===== config.mk =====
export PLATFORM = sky130hd
export DESIGN_NAME = tri_channel_top
export DESIGN_NICKNAME = d
export VERILOG_FILES = /design/src/hdl/apu_reg_pkg.sv /design/src/hdl/tri_wave_pkg.sv /design/src/hdl/tri_reg_decode.sv /design/src/hdl/frame_seq.sv /design/src/hdl/tri_linear_counter.sv /design/src/hdl/tri_length_counter.sv /design/src/hdl/tri_freq_timer.sv /design/src/hdl/tri_sequencer.sv /design/src/hdl/tri_channel_top.sv
export VERILOG_INCLUDE_DIRS = /design/src /design/src/include
export SDC_FILE = /design/constraint.sdc
export NUM_CORES = 1
export LEC_CHECK = 0
export ABC_AREA = 1
export BUFFER_PORTS_ARGS = -buffer_cell sky130_fd_sc_hd__buf_2
export CAP_MARGIN = 30
export CORE_MARGIN = 1
export CORE_UTILIZATION = 58
export DETAILED_ROUTE_END_ITERATION = 8
export PLACE_DENSITY = 0.83
export SLEW_MARGIN = 20
export SYNTH_ARGS = -nofsm -noshare
export SYNTH_HDL_FRONTEND = slang
export SYNTH_HIERARCHICAL = 1
export SYNTH_SLANG_ARGS = --single-unit

===== constraint.sdc =====
create_clock -name phi1 -period 3.8 [get_ports phi1]
set_input_delay 0.57 -clock phi1 [delete_from_list [all_inputs] [get_ports phi1]]
set_output_delay 0.57 -clock phi1 [all_outputs]
set_load 0.1 [all_outputs]

===== src/include/length_table.svh =====
// length counter load values, indexed by the upper five bits of the 0x0B write
function automatic logic [7:0] length_lookup(input logic [4:0] idx);
	case (idx)
		5'd0:  length_lookup = 8'd10;
		5'd1:  length_lookup = 8'd254;
		5'd2:  length_lookup = 8'd20;
		5'd3:  length_lookup = 8'd2;
		5'd4:  length_lookup = 8'd40;
		5'd5:  length_lookup = 8'd4;
		5'd6:  length_lookup = 8'd80;
		5'd7:  length_lookup = 8'd6;
		5'd8:  length_lookup = 8'd160;
		5'd9:  length_lookup = 8'd8;
		5'd10: length_lookup = 8'd60;
		5'd11: length_lookup = 8'd10;
		5'd12: length_lookup = 8'd14;
		5'd13: length_lookup = 8'd12;
		5'd14: length_lookup = 8'd26;
		5'd15: length_lookup = 8'd14;
		5'd16: length_lookup = 8'd12;
		5'd17: length_lookup = 8'd16;
		5'd18: length_lookup = 8'd24;
		5'd19: length_lookup = 8'd18;
		5'd20: length_lookup = 8'd48;
		5'd21: length_lookup = 8'd20;
		5'd22: length_lookup = 8'd96;
		5'd23: length_lookup = 8'd22;
		5'd24: length_lookup = 8'd192;
		5'd25: length_lookup = 8'd24;
		5'd26: length_lookup = 8'd72;
		5'd27: length_lookup = 8'd26;
		5'd28: length_lookup = 8'd16;
		5'd29: length_lookup = 8'd28;
		5'd30: length_lookup = 8'd32;
		default: length_lookup = 8'd30;
	endcase
endfunction


===== src/hdl/apu_reg_pkg.sv =====
package apu_reg_pkg;

	// register offsets within the audio block, low five address bits
	typedef logic [4:0] reg_addr_t;

	localparam reg_addr_t ADDR_LINEAR   = 5'h08;
	localparam reg_addr_t ADDR_TIMER_LO = 5'h0A;
	localparam reg_addr_t ADDR_TIMER_HI = 5'h0B;
	localparam reg_addr_t ADDR_STATUS   = 5'h15;
	localparam reg_addr_t ADDR_TEST     = 5'h1A;

	// triangle enable bit in the status write
	localparam int STATUS_TRI_BIT = 2;

	// 0x08 layout
	typedef struct packed {
		logic       ctrl;
		logic [6:0] reload;
	} lin_view_t;

	// 0x0B layout
	typedef struct packed {
		logic [4:0] len_idx;
		logic [2:0] timer_hi;
	} timer_hi_view_t;

	// one data byte, read through whichever view fits the address
	typedef union packed {
		lin_view_t      lin;
		timer_hi_view_t thi;
	} reg_wdata_u;

endpackage


===== src/hdl/tri_wave_pkg.sv =====
package tri_wave_pkg;

	// period of the frequency timer
	localparam int TIMER_W = 11;

	// linear counter width, same as its reload field
	localparam int LIN_W = 7;

	// length counter width, matches the table entries
	localparam int LEN_W = 8;

	// index into the length table
	localparam int LEN_IDX_W = 5;

	// 32 steps per waveform period
	localparam int STEP_W = 5;

	typedef logic [STEP_W-1:0] step_t;

	// 4-bit output level
	typedef logic [3:0] sample_t;

endpackage


===== src/hdl/tri_reg_decode.sv =====
module tri_reg_decode
	import apu_reg_pkg::*;
	import tri_wave_pkg::*;
(
	input  logic                 phi1,
	input  logic                 rst_n,
	input  logic                 wr,
	input  reg_addr_t            addr,
	input  reg_wdata_u           wdata,
	output logic                 ctrl,
	output logic [LIN_W-1:0]     lin_reload,
	output logic [TIMER_W-1:0]   period,
	output logic                 len_enable,
	output logic                 timer_hi_wr,
	output logic [LEN_IDX_W-1:0] len_index,
	output logic                 test_wr,
	output step_t                test_step
);

	// raw byte for the registers that have no field view
	logic [7:0] wbyte;

	assign wbyte = wdata;

	always_ff @(posedge phi1 or negedge rst_n) begin
		if (!rst_n) begin
			ctrl        <= 1'b0;
			lin_reload  <= '0;
			period      <= '0;
			len_enable  <= 1'b0;
			timer_hi_wr <= 1'b0;
			len_index   <= '0;
			test_wr     <= 1'b0;
			test_step   <= '0;
		end else begin
			timer_hi_wr <= 1'b0;
			test_wr     <= 1'b0;
			if (wr) begin
				case (addr)
					ADDR_LINEAR: begin
						ctrl       <= wdata.lin.ctrl;
						lin_reload <= wdata.lin.reload;
					end
					ADDR_TIMER_LO: begin
						period[7:0] <= wbyte;
					end
					ADDR_TIMER_HI: begin
						period[TIMER_W-1:8] <= wdata.thi.timer_hi;
						len_index           <= wdata.thi.len_idx;
						timer_hi_wr         <= 1'b1;
					end
					ADDR_STATUS: begin
						len_enable <= wbyte[STATUS_TRI_BIT];
					end
					ADDR_TEST: begin
						// test register forces the step counter position
						test_step <= wbyte[STEP_W-1:0];
						test_wr   <= 1'b1;
					end
					default: begin
					end
				endcase
			end
		end
	end

endmodule


===== src/hdl/frame_seq.sv =====
module frame_seq #(
	parameter int QUARTER_TICKS = 3729
) (
	input  logic phi1,
	input  logic rst_n,
	output logic aclk_en,
	output logic quarter_pulse,
	output logic half_pulse
);

	localparam int CNT_W = (QUARTER_TICKS > 1) ? $clog2(QUARTER_TICKS) : 1;
	localparam logic [CNT_W-1:0] LAST_TICK = CNT_W'(QUARTER_TICKS - 1);

	logic [CNT_W-1:0] tick_cnt;
	logic             half_phase;
	logic             last_tick;

	assign last_tick = (tick_cnt == LAST_TICK);

	// pulses are one phi1 cycle wide and land on an aclk_en cycle
	assign quarter_pulse = aclk_en & last_tick;
	assign half_pulse    = quarter_pulse & half_phase;

	// half-rate audio clock enable
	always_ff @(posedge phi1 or negedge rst_n) begin
		if (!rst_n) begin
			aclk_en <= 1'b0;
		end else begin
			aclk_en <= ~aclk_en;
		end
	end

	// count aclk ticks up to a quarter frame
	always_ff @(posedge phi1 or negedge rst_n) begin
		if (!rst_n) begin
			tick_cnt <= '0;
		end else if (aclk_en) begin
			if (last_tick) begin
				tick_cnt <= '0;
			end else begin
				tick_cnt <= tick_cnt + 1'b1;
			end
		end
	end

	// every second quarter frame is also a half frame
	always_ff @(posedge phi1 or negedge rst_n) begin
		if (!rst_n) begin
			half_phase <= 1'b0;
		end else if (quarter_pulse) begin
			half_phase <= ~half_phase;
		end
	end

endmodule


===== src/hdl/tri_linear_counter.sv =====
module tri_linear_counter
	import tri_wave_pkg::*;
(
	input  logic             phi1,
	input  logic             rst_n,
	input  logic             aclk_en,
	input  logic             quarter_pulse,
	input  logic             ctrl,
	input  logic [LIN_W-1:0] lin_reload,
	input  logic             timer_hi_wr,
	output logic             lin_nonzero
);

	logic [LIN_W-1:0] lin_cnt;
	logic             reload_flag;
	logic             qtick;

	// quarter frame only counts on an audio clock cycle
	assign qtick = quarter_pulse & aclk_en;

	assign lin_nonzero = (lin_cnt != '0);

	always_ff @(posedge phi1 or negedge rst_n) begin
		if (!rst_n) begin
			lin_cnt <= '0;
		end else if (qtick) begin
			if (reload_flag) begin
				lin_cnt <= lin_reload;
			end else if (lin_nonzero) begin
				lin_cnt <= lin_cnt - 1'b1;
			end
		end
	end

	// set by a 0x0B write, and held while ctrl is set
	always_ff @(posedge phi1 or negedge rst_n) begin
		if (!rst_n) begin
			reload_flag <= 1'b0;
		end else if (timer_hi_wr) begin
			reload_flag <= 1'b1;
		end else if (qtick && !ctrl) begin
			reload_flag <= 1'b0;
		end
	end

endmodule


===== src/hdl/tri_length_counter.sv =====
module tri_length_counter
	import tri_wave_pkg::*;
(
	input  logic                 phi1,
	input  logic                 rst_n,
	input  logic                 half_pulse,
	input  logic                 ctrl,
	input  logic                 len_enable,
	input  logic                 timer_hi_wr,
	input  logic [LEN_IDX_W-1:0] len_index,
	output logic                 len_nonzero
);

	`include "length_table.svh"

	logic [LEN_W-1:0] len_cnt;
	logic             halt;

	// the control bit doubles as length halt
	assign halt = ctrl;

	assign len_nonzero = (len_cnt != '0);

	always_ff @(posedge phi1 or negedge rst_n) begin
		if (!rst_n) begin
			len_cnt <= '0;
		end else if (!len_enable) begin
			len_cnt <= '0;
		end else if (timer_hi_wr) begin
			len_cnt <= length_lookup(len_index);
		end else if (half_pulse && !halt && len_nonzero) begin
			len_cnt <= len_cnt - 1'b1;
		end
	end

endmodule


===== src/hdl/tri_freq_timer.sv =====
module tri_freq_timer
	import tri_wave_pkg::*;
(
	input  logic               phi1,
	input  logic               rst_n,
	input  logic [TIMER_W-1:0] period,
	output logic               fout
);

	logic [TIMER_W-1:0] timer_cnt;
	logic               at_zero;

	assign at_zero = (timer_cnt == '0);

	// reload at zero, so fout repeats every period+1 cycles
	always_ff @(posedge phi1 or negedge rst_n) begin
		if (!rst_n) begin
			timer_cnt <= '0;
			fout      <= 1'b0;
		end else begin
			fout <= at_zero;
			if (at_zero) begin
				timer_cnt <= period;
			end else begin
				timer_cnt <= timer_cnt - 1'b1;
			end
		end
	end

endmodule


===== src/hdl/tri_sequencer.sv =====
module tri_sequencer
	import tri_wave_pkg::*;
(
	input  logic    phi1,
	input  logic    rst_n,
	input  logic    fout,
	input  logic    lin_nonzero,
	input  logic    len_nonzero,
	input  logic    lock,
	input  logic    test_wr,
	input  step_t   test_step,
	output sample_t tri_out
);

	step_t step_q;
	step_t step_d;
	logic  step_en;

	// upper half ramps up, lower half is the inverted ramp down
	function automatic sample_t fold(input step_t s);
		return s[STEP_W-1] ? s[3:0] : ~s[3:0];
	endfunction

	assign step_en = fout & lin_nonzero & len_nonzero & ~lock;

	always_comb begin
		step_d = step_q;
		if (test_wr) begin
			step_d = test_step;
		end else if (step_en) begin
			step_d = step_q + 1'b1;
		end
	end

	always_ff @(posedge phi1 or negedge rst_n) begin
		if (!rst_n) begin
			step_q  <= '0;
			// folded level of step 0
			tri_out <= 4'hF;
		end else begin
			step_q  <= step_d;
			tri_out <= fold(step_d);
		end
	end

endmodule


===== src/hdl/tri_channel_top.sv =====
module tri_channel_top
	import apu_reg_pkg::*;
	import tri_wave_pkg::*;
#(
	parameter int QUARTER_TICKS = 3729
) (
	input  logic       phi1,
	input  logic       rst_n,
	input  logic       wr,
	input  reg_addr_t  addr,
	input  reg_wdata_u wdata,
	input  logic       lock,
	output sample_t    tri_out,
	output logic       len_active
);

	logic                 ctrl;
	logic [LIN_W-1:0]     lin_reload;
	logic [TIMER_W-1:0]   period;
	logic                 len_enable;
	logic                 timer_hi_wr;
	logic [LEN_IDX_W-1:0] len_index;
	logic                 test_wr;
	step_t                test_step;
	logic                 aclk_en;
	logic                 quarter_pulse;
	logic                 half_pulse;
	logic                 lin_nonzero;
	logic                 len_nonzero;
	logic                 fout;

	assign len_active = len_nonzero;

	tri_reg_decode u_decode (
		.phi1(phi1), .rst_n(rst_n), .wr(wr), .addr(addr), .wdata(wdata),
		.ctrl(ctrl), .lin_reload(lin_reload), .period(period), .len_enable(len_enable),
		.timer_hi_wr(timer_hi_wr), .len_index(len_index),
		.test_wr(test_wr), .test_step(test_step)
	);

	frame_seq #(.QUARTER_TICKS(QUARTER_TICKS)) u_frame (
		.phi1(phi1), .rst_n(rst_n), .aclk_en(aclk_en),
		.quarter_pulse(quarter_pulse), .half_pulse(half_pulse)
	);

	tri_linear_counter u_linear (
		.phi1(phi1), .rst_n(rst_n), .aclk_en(aclk_en), .quarter_pulse(quarter_pulse),
		.ctrl(ctrl), .lin_reload(lin_reload), .timer_hi_wr(timer_hi_wr),
		.lin_nonzero(lin_nonzero)
	);

	tri_length_counter u_length (
		.phi1(phi1), .rst_n(rst_n), .half_pulse(half_pulse), .ctrl(ctrl),
		.len_enable(len_enable), .timer_hi_wr(timer_hi_wr), .len_index(len_index),
		.len_nonzero(len_nonzero)
	);

	tri_freq_timer u_timer (.phi1(phi1), .rst_n(rst_n), .period(period), .fout(fout));

	tri_sequencer u_seq (
		.phi1(phi1), .rst_n(rst_n), .fout(fout), .lin_nonzero(lin_nonzero),
		.len_nonzero(len_nonzero), .lock(lock), .test_wr(test_wr),
		.test_step(test_step), .tri_out(tri_out)
	);

endmodule


### Word level (Yosys, flattened, before mapping)

Memories as Yosys holds them, arrays and structs flattened.
Index checks and enable logic that the tools add are counted.

| storage, ports and cells | value |
|---|---|
| memories kept | 1 |
| input bits | 17 |
| logic and storage cells | 73 |
| RAM bits | 0 |
| bits in latches | 0 |
| output and inout bits | 5 |
| memory bits (read-only) | 224 |
| flip-flop bits (word level) | 83 |

Memory list:

| memory | depth | width | read ports | clocked after Yosys merged registers in | write ports | line | source |
|---|---|---|---|---|---|---|---|
| (name not given) | 32 | 7 | 1 | 0 | 0 | length_table.svh:3 | `case (idx)` |

| cells by class | value |
|---|---|
| bitwise operators | 10 |
| equality and inequality tests | 7 |
| magnitude comparators | 0 |
| add/subtract/negate cells | 5 |
| multiplexer cells | 16 |
| reduce and logical (&&, ||, !) cells | 15 |
| multiply operators | 0 |
| shift operators | 0 |
| div/mod/pow operators | 0 |

Operators by type and width:

| operator | count |
|---|---|
| 8-bit 2-to-1 mux | 3 |
| 5-bit by 4-bit == test with 1-bit output, second input constant | 3 |
| 7-bit 2-to-1 mux | 2 |
| 12-bit by 1-bit adder with 12-bit output, second input constant | 1 |
| 12-bit == test, second input constant | 1 |
| 12-bit 2-to-1 mux | 1 |
| 2-bit AND reduction | 6 |
| 11-bit zero test | 1 |
| 11-bit 2-to-1 mux | 1 |
| 11-bit by 1-bit subtractor with 11-bit output, second input constant | 1 |
| 5-bit == test, second input constant | 2 |
| 5-bit 2-to-1 mux | 2 |
| 8-bit nonzero test | 1 |
| 8-bit by 1-bit subtractor with 8-bit output, second input constant | 1 |
| 7-bit nonzero test | 1 |
| 7-bit by 1-bit subtractor with 7-bit output, second input constant | 1 |
| 1-bit AND | 6 |
| 1-bit 2-to-1 mux | 6 |
| 5-bit by 1-bit adder with 5-bit output, second input constant | 1 |
| 4-bit 2-to-1 mux | 1 |
| 4-bit NOT | 1 |
| 2-bit nonzero test | 2 |
| 1-bit logical AND | 3 |
| 3-bit by 2-bit inequality test with 1-bit output, second input constant | 1 |
| other kinds (2) | 4 |

### Depth between registers and ports, before layout

Gate-level depths: netlist of run 1.

| logic depth | value |
|---|---|
| depth after elaboration | 8 |
| mapped depth | 14 |
| gate-level depth less buffers | 14 |

### Modules after synthesis

The synthesis of run 1 kept the hierarchy.

Modules (own cells, without submodules):

| module | times used | area an instance (um^2) | seq. area each (um^2) | cells each |
|---|---|---|---|---|
| tri_reg_decode | 1 | 1,435.1 | 800.8 | 155 |
| tri_length_counter | 1 | 933.4 | 200.2 | 154 |
| tri_freq_timer | 1 | 809.5 | 300.3 | 99 |
| frame_seq | 1 | 794.5 | 350.3 | 102 |
| tri_sequencer | 1 | 608.1 | 230.2 | 84 |
| tri_linear_counter | 1 | 576.8 | 200.2 | 77 |

### Worst setup path after synthesis of run 1

OpenSTA, ideal clock, no wires.

| timing path | value |
|---|---|
| path kind | register -> register |
| start | register u_length.len_cnt[0] |
| end | register u_seq.tri_out[1] |
| clock period less this slack | 2.381 ns |
| arrival | 2.321 ns |
| required time | 3.740 ns |
| path buffers | 0 |
| cell stages (with the launch flop) | 13 |
| setup slack | 1.419 ns |
| library setup time | 0.060 ns |
| cell sequence | dfrtp_1 > inv_1 > ha_1 > nand3_4 > nor2_1 > nand2_1 > nand4_1 > nand2_1 > nand2_1 > nand2_1 > nand2_2 > nand2_1 > nand2_1 |

| between the ends | value |
|---|---|
| cells in the longest elaborated chain, start to end | 7 |

RTL lines:

| item | line | source |
|---|---|---|
| start, declared | tri_length_counter.sv:16 | `logic [LEN_W-1:0] len_cnt;` |
| start signal, assigned | tri_length_counter.sv:30 | `len_cnt <= length_lookup(len_index);` |
| start signal, assigned | tri_length_counter.sv:32 | `len_cnt <= len_cnt - 1'b1;` |
| 8-bit nonzero test (*) | tri_length_counter.sv:22 | `assign len_nonzero = (len_cnt != '0);` |
| net len_active | tri_channel_top.sv:14 | `output logic len_active` |
| 1-bit AND (*) (2 in a row) | tri_sequencer.sv:24 | `assign step_en = fout & lin_nonzero & len_nonzero & ~lock;` |
| 5-bit 2-to-1 mux (*) | tri_sequencer.sv:30 | `end else if (step_en) begin` |
| 5-bit 2-to-1 mux (*) | tri_sequencer.sv:28 | `if (test_wr) begin` |
| 4-bit NOT | tri_sequencer.sv:21 | `return s[STEP_W-1] ? s[3:0] : ~s[3:0];` |
| 4-bit 2-to-1 mux (*) | tri_sequencer.sv:21 |  |
| end signal, assigned | tri_sequencer.sv:42 | `tri_out <= fold(step_d);` |
| end, declared | tri_sequencer.sv:12 | `output sample_t tri_out` |

The timed path passes the listed nets; every way through them passes the cells marked *.
A chain may end at the register's enable or synchronous reset.

### Final worst setup path of run 1

| timing path | value |
|---|---|
| start | register u_length.len_cnt[0] |
| end | output len_active |

| between the ends | value |
|---|---|
| cells in the longest elaborated chain, start to end | 1 |

RTL lines:

| item | line |
|---|---|
| 8-bit nonzero test | tri_length_counter.sv:22 |
| end, declared | tri_channel_top.sv:14 |

Every way passes these cells.

==> out/metrics.yaml, run 1 <==
multi_input_area_um2: 2630
drv_cap: 0
finalSetupTns_ns: 0
antenna_found_initial: 0
syn_nets: 702
chipHeight_um: 96.3
vias: 4382
ctsHoldBuffers: 0
max_slew.worst_pin.slew_ns: 0.512
ant_nets: 0
cts.sinks: 83
switching_share: 0.420
min_path_type: "in -> async"
p_int_uw: 1580
ir_drop_mv: 0.300
portBuffers: 21
insertedDiodeCount: 0
max_freq_ghz: 0.403
p_leak_uw: 0.00294
p_per_area_nw_per_um2: 493
slew-limit-headroom: 0.658
wire_per_inst_um: 13.6
cts_made_buffers: 9
final_nets: 724
grt_pass1_wl_um: 18300
fp.coreArea_um2: 8680
slowest_stage: "dfrtp_1"
worstSetupStartpointType: "flip-flop"
period_minus_slack_ns: 2.48
first_global_vias: 4116
rows: 34
criticalPathCategory: "reg -> out"
synth_cell_type_count: 42
async_flop_share: 1.00
cts_tree: "yes"
hpwl_um: 8280
synthMuxAreaShare: 0.00194
fin_area_um2: 5500
grt_max_degree: 46
areaGrowthSynthToFinish_pct: 6.72
drv_slew: 0
p_seq_frac: 0.444
root_buffer: "clkbuf_8"
start_util: 0.594
synthXorXnorAreaFrac: 0.0136
critical_path_required_ns: 3.23
post_cts_buffers: 0
drc_errors: 0
regArea_um2: 2080
reg2reg_depth: 14
drt_iter0_markers: 260
grt_util_all_layers: 0.255
gr-total-overflow: 0
hold_viol: 0
clk_latency_ns: 0.36
crit_chain: "inv_1, ha_1, nand3_4, nor2_1, nand2_1, buf_2"
postPlaceCellArea_um2: 5320
combPwrFrac: 0.328
die-area_um2: 9270
gp_congestion: 0.845
drive_above_1_share: 0.185
clock_power_share: 0.227
routed_via_density: 5.44
htree_levels: 3
yosysSeqAreaShare: 0.404
setup_viol: 0
crit_path_end_kind: "output pin"
arrival_ns: 1.91
netlist_area_um2: 5160
crit_path_max_incr_delay_ns: 0.38
synth_top_family_by_area: "simple AND/OR/NAND/NOR gates"
synth-edff-count: 0
rsz0062_at_grt: "false"
first_pass_iters: 5
period_share: 0.653
fin_skew_ns: 0.00904
cts.repair.resized: 0
routed_wl_um: 11000
ys.flop_type: "dfrtp_1"
crit_path_max_fanout: 6
synthCells: 671
synthAdderAreaFrac: 0.0340
status: "finished, final reports clean"
clk_pin_slew_worst_paths_ns: 0.10
nFillCells: 722
syn_area_per_cell_um2: 7.69
p_switching_uw: 1140
die_w_um: 96.3
synth_compound_area_frac: 0.0577
clock_path_buffers: 2
synth-seq-cells: 83
io_pins: 22
yosys_warnings: 6
synth-simple-area-share: 0.403
-- power groups by stage --
stage / logic [uW] / registers (uW) / clock network, uW
final: 892 / 1210 / 617
after global routing: 998 / 1230 / 667
after floorplan: 645 / 1280 / 0
after global placement: 845 / 1220 / 0
after detailed placement: 887 / 1220 / 0
after CTS: 890 / 1210 / 629
-- routing by layer --
layer,wire length [um],GRT usage,part of all wire
met1,4930,0.331,0.45
met2,5440,0.440,0.50
met3,524,0.0434,0.048
met4,82,0.0637,0.0075
met5,0,0,0
-- path summary, 6_finish.rpt --
kind	startpoint	endpoint	slack (ns)
max	u_length/len_cnt[0]	len_active	1.32
min	rst_n	u_seq/step_q[4]	0.17
max reg2reg	u_frame/tick_cnt[0]	u_length/len_cnt[5]	1.65
min reg2reg	u_decode/lin_reload[3]	u_decode/lin_reload[3]	0.48
max in group asynchronous	rst_n	u_frame/tick_cnt[1]	3.02
min in group phi1	u_decode/lin_reload[3]	u_decode/lin_reload[3]	0.48
-- metrics by stage --
stage | total power [uW] | worst slack, ns | utilization | std cells | hold slack [ns]
3_3_place_gp | 2060 | 1.78 | 0.610 | 789 | 0.454
5_1_grt | 2900 | 1.27 | 0.634 | 806 | 0.188
6_report | 2710 | 1.32 | 0.634 | 806 | 0.165
4_1_cts | 2730 | 1.34 | 0.634 | 806 | 0.176
2_1_floorplan | 1930 | 1.42 | - | 671 | 0.274
3_5_place_dp | 2110 | 1.71 | 0.613 | 790 | 0.459
-- kinds of logic (layout without fill, tap and decap cells) --
logic type,after synthesis,count (layout)
muxes,1,1
xor gates and xnor gates,8,8
AOI/OAI and AO/OA,49,49
DFF,83,83
adders and majority gates,14,14
buffers and inverters,98,125
and+or+nand+nor,418,418
-- synthesized netlist by cell type (3+ instances only) --
cell / number / share of area
a21oi_1: 11 / 0.011
inv_1: 65 / 0.047
ha_1: 14 / 0.034
nand2_2: 14 / 0.017
nand3_1: 86 / 0.083
buf_6: 5 / 0.011
nor2_8: 4 / 0.016
nand4_1: 8 / 0.0097
nand2_4: 5 / 0.011
dfrtp_1: 79 / 0.38
inv_2: 18 / 0.013
nand3_2: 7 / 0.014
o21ai_1: 9 / 0.0087
nand3_4: 5 / 0.017
nor3_1: 3 / 0.0029
nor2_2: 11 / 0.013
o21ai_0: 18 / 0.017
dfstp_2: 4 / 0.020
nor2_1: 46 / 0.033
xnor2_1: 3 / 0.0051
o21ai_2: 6 / 0.010
buf_4: 3 / 0.0044
nand2_1: 214 / 0.16
xor2_1: 5 / 0.0085
nor2_4: 9 / 0.020
-- cells in the final DEF (no fill, tap or decap), drive strengths merged --
cell      n
dfstp     4
nor2     70
nor3      4
nand3    98
xnor2     3
inv      91
mux2i     1
nand4     9
o21bai    1
dfrtp    79
buf      22
clkbuf    9
o211ai    2
nand2   233
nand3b    1
o21ai    34
clkinv    3
ha       14
a21oi    12
xor2      5
or2       3
-- layout make-up --
class / count / share of cell area
tap: 108 / 0.0246
timing repair buffer: 22 / 0.0232
clock buffer: 9 / 0.0225
multi-input combinational: 490 / 0.479
inverter: 87 / 0.0614
clock inverter: 7 / 0.0116
sequential: 83 / 0.378
-- flip-flops by register name, summed over array words and instances (netlist names) --
signal                cells
u_frame/aclk_en           1
u_seq/tri_out             4
u_decode/test_step        5
u_decode/lin_reload       7
u_linear/lin_cnt          7
u_decode/len_enable       1
u_frame/tick_cnt         12
u_timer/timer_cnt        11
u_decode/len_index        5
u_decode/timer_hi_wr      1
u_decode/period          11
u_linear/reload_flag      1
u_length/len_cnt          8
u_timer/fout              1
u_decode/ctrl             1
u_decode/test_wr          1
u_seq/step_q              5
u_frame/half_phase        1
-- worst max-delay path: cells and delay by family, from the launching register on --
kind / cells / cell delay, ns
and+or+nand+nor: 3 / 0.42
adders and majority gates: 1 / 0.28
buffers and inverters: 2 / 0.47
DFF: 1 / 0.38
Note: power is estimated with default switching activity, not from simulation.
==> run 2: changes to the inputs <==
--- a/config.mk
+++ b/config.mk
@@ -6,7 +6,7 @@
 export SDC_FILE = /design/constraint.sdc
 export NUM_CORES = 1
 export LEC_CHECK = 0
-export ABC_AREA = 1
+export ABC_AREA = 0
 export BUFFER_PORTS_ARGS = -buffer_cell sky130_fd_sc_hd__buf_2
 export CAP_MARGIN = 30
 export CORE_MARGIN = 1
==> constraint.sdc (replaced) <==
create_clock -name phi1 -period 2.5 [get_ports phi1]
set_input_delay 0.375 -clock phi1 [delete_from_list [all_inputs] [get_ports phi1]]
set_output_delay 0.375 -clock phi1 [all_outputs]
set_load 0.1 [all_outputs]
==> run 2 against run 1 <==
  * Critical path type is now reg -> reg
  * Largest cell class unchanged
  * Synthesized area fell by 12%
  * Synthesized cell count decreased by 39%
  * Sequential power grew 55%
  * Critical path depth increased by 4
==> out/metrics.yaml, run 2 <==
status: "finished, final reports clean"
regArea_um2: 2080
rows: 31
top_regs: "u_frame/tick_cnt (12), u_decode/period (11), u_timer/timer_cnt (11)"
largest_reg_flops: 12
crit_path_end_kind: "flip-flop"
cts_made_buffers: 9
drive_above_1_share: 0.251
yosysSeqAreaShare: 0.460
ys.flop_type: "dfrtp_1"
synth-seq-cells: 83
arrival_ns: 2.61
cts.sinks: 83
final_common_cell: "dfrtp_1"
syn_nets: 443
ant_nets: 0
period_share: 0.949
period_minus_slack_ns: 2.37
clock_path_buffers: 2
drv_slew: 0
chipHeight_um: 90.3
antenna_found_initial: 0
synth_cell_type_count: 74
regMostFlops: "u_frame/tick_cnt"
slew-limit-headroom: 0.587
hold_viol: 0
multi_input_area_um2: 2310
nFillCells: 530
gr-total-overflow: 0
synth_most_common_cell: "dfrtp_1"
switching_share: 0.347
grt_pass1_wl_um: 14900
clk_latency_ns: 0.36
critical_path_required_ns: 2.74
drv_cap: 0
drt_iter0_markers: 243
grt_util_all_layers: 0.229
max_slew.worst_pin.slew_ns: 0.620
synth_largest_area_cell: "dfrtp_1"
p_seq_frac: 0.477
cts_tree: "yes"
die_w_um: 90.3
criticalPathCategory: "reg -> reg"
routed_wl_um: 8730
fin_skew_ns: 0.0141
async_flop_share: 1.00
yosys_warnings: 6
portBuffers: 21
die-area_um2: 8160
gp_congestion: 0.808
start_util: 0.611
drc_errors: 0
p_int_uw: 2560
routed_via_density: 6.02
insertedDiodeCount: 0
p_leak_uw: 0.00226
dp_slack_ns: 0.00263
netlist_area_um2: 4530
setup_viol: 0
crit_path_max_fanout: 5
vias: 3265
max_freq_ghz: 0.422
hpwl_um: 6080
wire_per_inst_um: 16.1
final_nets: 469
root_buffer: "clkbuf_8"
io_pins: 22
htree_levels: 3
worstSetupStartpointType: "flip-flop"
min_path_type: "in -> reg"
synth_top_area_share: 0.437
areaGrowthSynthToFinish_pct: 10.4
first_global_vias: 3251
final_cell_mix: "dfrtp_1 (79), nor2_1 (28), mux2_2 (24)"
synth-edff-count: 0
first_pass_iters: 4
worst_slack_ns: 0.128
clock_power_share: 0.261
netlist_top_cells_area: "dfrtp_1 (44%), mux2_2 (6.0%), ha_1 (3.9%)"
finalPower_uw: 3920
clk_pin_slew_worst_paths_ns: 0.09
synthCells: 412
ir_drop_mv: 0.740
p_per_area_nw_per_um2: 785
syn_area_per_cell_um2: 11.0
grt_max_degree: 48
p_switching_uw: 1360
finalSetupTns_ns: 0
combPwrFrac: 0.262
fin_util: 0.674
yosys-top-cells-count: "dfrtp_1 (79), nor2_1 (28), mux2_2 (24)"
fp.coreArea_um2: 7410
-- run 2: cell count changes in the layout (fill, tap and decap cells not counted), sizes merged, moves of 7 or more --
cell	before	now
mux2	0	32
nand2b	0	9
nor3	4	12
nand3	98	14
nand2	233	24
xnor2	3	15
nor2	70	31
nor2b	0	7
o21ai	34	23
inv	91	21
-- run 2: logic make-up (layout without fill, tap and decap cells) --
kind of cell	Yosys count	after routing	synth area share
AO/OA/AOI/OAI	81	81	0.121
XOR/XNOR	20	20	0.0404
adder cells (fa/ha/maj)	14	14	0.0387
buffers and inverters	35	66	0.0368
flip-flops	83	83	0.460
multiplexers	37	37	0.0973
AND/OR/NAND/NOR	142	142	0.206
-- run 2: path summary, 6_finish.rpt --
kind	start	slack (ns)	depth (start not counted)	end
setup / recovery	u_frame/tick_cnt[0]	0.13	10	u_length/len_cnt[5]
hold reg to reg	u_frame/half_phase	0.51	1	u_frame/half_phase
setup reg to reg	u_frame/tick_cnt[0]	0.13	10	u_length/len_cnt[5]
min in group asynchronous	rst_n	0.51	2	u_frame/tick_cnt[6]
max in group asynchronous	rst_n	1.38	3	u_decode/period[2]
hold / removal	wdata[5]	0.30	2	u_decode/period[5]
-- run 2: final cells by class --
class | instances | share of cell area
timing repair buffer | 29 | 0.0366
clock buffer | 13 | 0.0338
tap | 99 | 0.0248
clock inverter | 3 | 0.00927
sequential | 83 | 0.417
multi-input combinational | 294 | 0.463
inverter | 21 | 0.0158
-- run 2: routing by layer --
layer | wire, um | track usage | vias to the layer above
met5 | 0 | 0 | -
met4 | 165 | 0.0968 | 0
met3 | 244 | 0.0370 | 17
met2 | 4350 | 0.385 | 65
met1 | 3970 | 0.294 | 1631
li1 | - | - | 1552
-- run 2: critical path, cell delays in order, from the launching register on --
cell and delay (ns):
dfrtp_1 0.43, inv_1 0.10, ha_1 0.15, nor4b_4 0.23
nand4_4 0.15, nor2_8 0.11, and2_1 0.19, nand2b_4 0.08
or4_1 0.42, a221oi_2 0.30, nor2_1 0.08
-- run 2: metrics by stage --
stage,area [um2],std cells,hold WS (ns)
detailed placement,4730,524,0.368
CTS,4960,541,0.295
global placement,4730,524,0.367
finish,4990,542,0.301
global route,4990,542,0.295
floorplan,4530,412,0.0794
-- run 2: timing repair --
| item | 4_1_cts | 5_1_grt |
|---|---|---|
| pin swaps | 0 | 2 |
| buffers inserted | 0 | 1 |
| resized for setup | 1 | 4 |
| hold buffers | 1 | 0 |
| endpoints found under the hold margin | 32 | 0 |
| setup endpoints to repair | 1 | 4 |
-- run 2: power groups by stage --
| stage | clock network (uW) | registers, uW | logic, uW |
|---|---|---|---|
| final | 1020 | 1870 | 1030 |
| after global placement | 0 | 1870 | 975 |
| after global routing | 1100 | 1910 | 1120 |
| after floorplan | 0 | 2030 | 631 |
| after CTS | 1040 | 1860 | 1020 |
| after detailed placement | 0 | 1880 | 1020 |
==> run 3: changes to the inputs <==
--- a/config.mk
+++ b/config.mk
@@ -10,9 +10,10 @@
 export BUFFER_PORTS_ARGS = -buffer_cell sky130_fd_sc_hd__buf_2
 export CAP_MARGIN = 30
 export CORE_MARGIN = 1
-export CORE_UTILIZATION = 58
+export CORE_UTILIZATION = 60
 export DETAILED_ROUTE_END_ITERATION = 8
-export PLACE_DENSITY = 0.83
+export GPL_TIMING_DRIVEN = 0
+export PLACE_DENSITY = 0.85
 export SLEW_MARGIN = 20
 export SYNTH_ARGS = -nofsm -noshare
 export SYNTH_HDL_FRONTEND = slang
==> run 3 against run 2 <==
  * Register-to-register slack got worse by 0.03 ns
  * Combinational power rose by 9%
  * Largest power group unchanged
  * Sequential cell count did not move
  * Die area fell by 3.3%
  * Setup slack got worse by 0.026 ns
  * Wire length rose by 8.4%
  * Sequential power fell by 3%
  * Cell count rose by 2.0%
  * Clock skew fell by 0.0020 ns
  * Core utilization rose by 2.0 points
==> out/metrics.yaml, run 3 (synthesis results as in run 2) <==
wire_per_inst_um: 17.1
period_minus_slack_ns: 2.40
antenna_found_initial: 0
insertedDiodeCount: 0
die-area_um2: 7890
io_pins: 22
clk_latency_ns: 0.35
final_cell_mix: "dfrtp_1 (79), nor2_1 (28), mux2_2 (24)"
slew-limit-headroom: 0.517
period_share: 0.959
top_layer: "met4"
slowest_stage: "or4_1"
first_pass_iters: 5
grt_util_all_layers: 0.257
r2r_slack_ns: 0.10
arrival_ns: 2.64
crit_chain: "inv_1, ha_1, nor4b_4, nand4_4, nor2_8, and2_4, nand2b_4, or4_1, a221oi_2, nor2_1"
areaGrowthSynthToFinish_pct: 11.2
grt_pass1_wl_um: 15200
hold_end: "u_decode/len_index[2]"
worstSetupStartpointType: "flip-flop"
fin_area_um2: 5030
clock_power_share: 0.225
max_freq_ghz: 0.417
wl_met3_um: 405
root_buffer: "clkbuf_8"
drc_errors: 0
p_int_uw: 2390
hpwl_um: 6600
finalPower_uw: 3790
combPwrFrac: 0.295
htree_levels: 3
first_global_vias: 3234
reg2reg_depth: 10
gr-total-overflow: 0
regMostFlops: "u_frame/tick_cnt"
p_switching_uw: 1400
routedLengthMet1_um: 4020
wl_met2_um: 4860
drv_cap: 0
postPlaceCellArea_um2: 4790
ant_nets: 0
p_leak_uw: 0.00228
final_nets: 480
max_slew.worst_pin.slew_ns: 0.717
vias: 3445
ir_drop_mv: 0.338
cts.sinks: 83
fin_skew_ns: 0.0122
hp-start: "wdata[5]"
rows: 31
drv_slew: 0
critical_path_required_ns: 2.75
largest_reg_flops: 12
gp_congestion: 0.909
routed_wl_um: 9460
status: "finished, final reports clean"
reg2reg_from: "u_frame/tick_cnt[1]"
crit_path_max_fanout: 5
die_w_um: 88.9
crit_path_end_kind: "flip-flop"
clk_pin_slew_worst_paths_ns: 0.09
hold_depth: 2
r2r_end: "u_length/len_cnt[5]"
p_seq_frac: 0.480
hold_viol: 0
final_common_cell: "dfrtp_1"
chipHeight_um: 88.9
drive_above_1_share: 0.258
fp.coreArea_um2: 7250
min_path_type: "in -> reg"
clock_path_buffers: 2
start_util: 0.624
crit_path_max_incr_delay_ns: 0.44
p_per_area_nw_per_um2: 753
routed_via_density: 6.23
cts_made_buffers: 9
switching_share: 0.370
cts_tree: "yes"
setup_viol: 0
grt_max_degree: 60
top_regs: "u_frame/tick_cnt (12), u_decode/period (11), u_timer/timer_cnt (11)"
drt_iter0_markers: 239
criticalPathCategory: "reg -> reg"
portBuffers: 21
==> run 3: final cells by class <==
cell class              count  area, um2
inverters                  21       78.8
flip-flops and latches     83       2080
clock inverters             6       42.5
clock buffers              10        128
repair buffers             26        168
multi-input cells         294       2320
fillers                   523       2220
plain buffers              14       87.6
well taps                  99        124
==> run 3: through the flow <==
stage           util  hold WS, ns  worst slack, ns  TNS [ns]  cells
2_1_floorplan      -       0.0794            0.113         0    412
3_3_place_gp   0.656        0.483           -0.192    -0.399    532
3_5_place_dp   0.660        0.307           -0.210    -0.526    533
4_1_cts        0.691        0.296           0.0316         0    552
5_1_grt        0.694        0.301          -0.0166   -0.0212    553
6_report       0.694        0.302            0.103         0    553
==> run 3: worst max path at each step <==
stage / from / end / cells after the start
6_report: u_frame/tick_cnt[1] / u_length/len_cnt[5] / 10
3_5_place_dp: u_frame/tick_cnt[0] / u_length/len_cnt[6] / 10
3_3_place_gp: u_frame/tick_cnt[0] / u_length/len_cnt[6] / 10
4_1_cts: u_frame/tick_cnt[0] / u_length/len_cnt[6] / 10
2_1_floorplan: u_frame/tick_cnt[0] / u_length/len_cnt[6] / 10
5_1_grt: u_frame/tick_cnt[1] / u_length/len_cnt[7] / 10
==> run 3: layer usage <==
| metal | vias to the layer above | global-route usage |
|---|---|---|
| met3 | 19 | 0.0513 |
| met5 | - | 0 |
| met4 | 0 | 0.0953 |
| met1 | 1736 | 0.324 |
| li1 | 1569 | - |
| met2 | 121 | 0.438 |
==> run 3: critical path, delay by kind of cell, from the launching register on <==
| kind | cells | cell delay, ns |
|---|---|---|
| buf+inv | 1 | 0.08 |
| flops | 1 | 0.42 |
| simple gates | 7 | 1.32 |
| fa+ha+maj | 1 | 0.16 |
| compound gates | 1 | 0.30 |
==> run 3: power by group through the flow <==
stage | Sequential, uW | Clock [uW] | Combinational (uW)
2_1_floorplan | 2030 | 0 | 631
3_3_place_gp | 1820 | 0 | 1040
3_5_place_dp | 1840 | 0 | 1100
4_1_cts | 1810 | 868 | 1110
5_1_grt | 1860 | 938 | 1200
6_report | 1820 | 854 | 1120
==> run 3: timing repair <==
item / 4_1_cts / 5_1_grt
buffers inserted: 2 / 1
endpoints found under the setup margin: 3 / 3
hold endpoints to repair: 21 / 0
pin swaps: 2 / 3
resized for setup: 6 / 3
hold buffers: 1 / 0
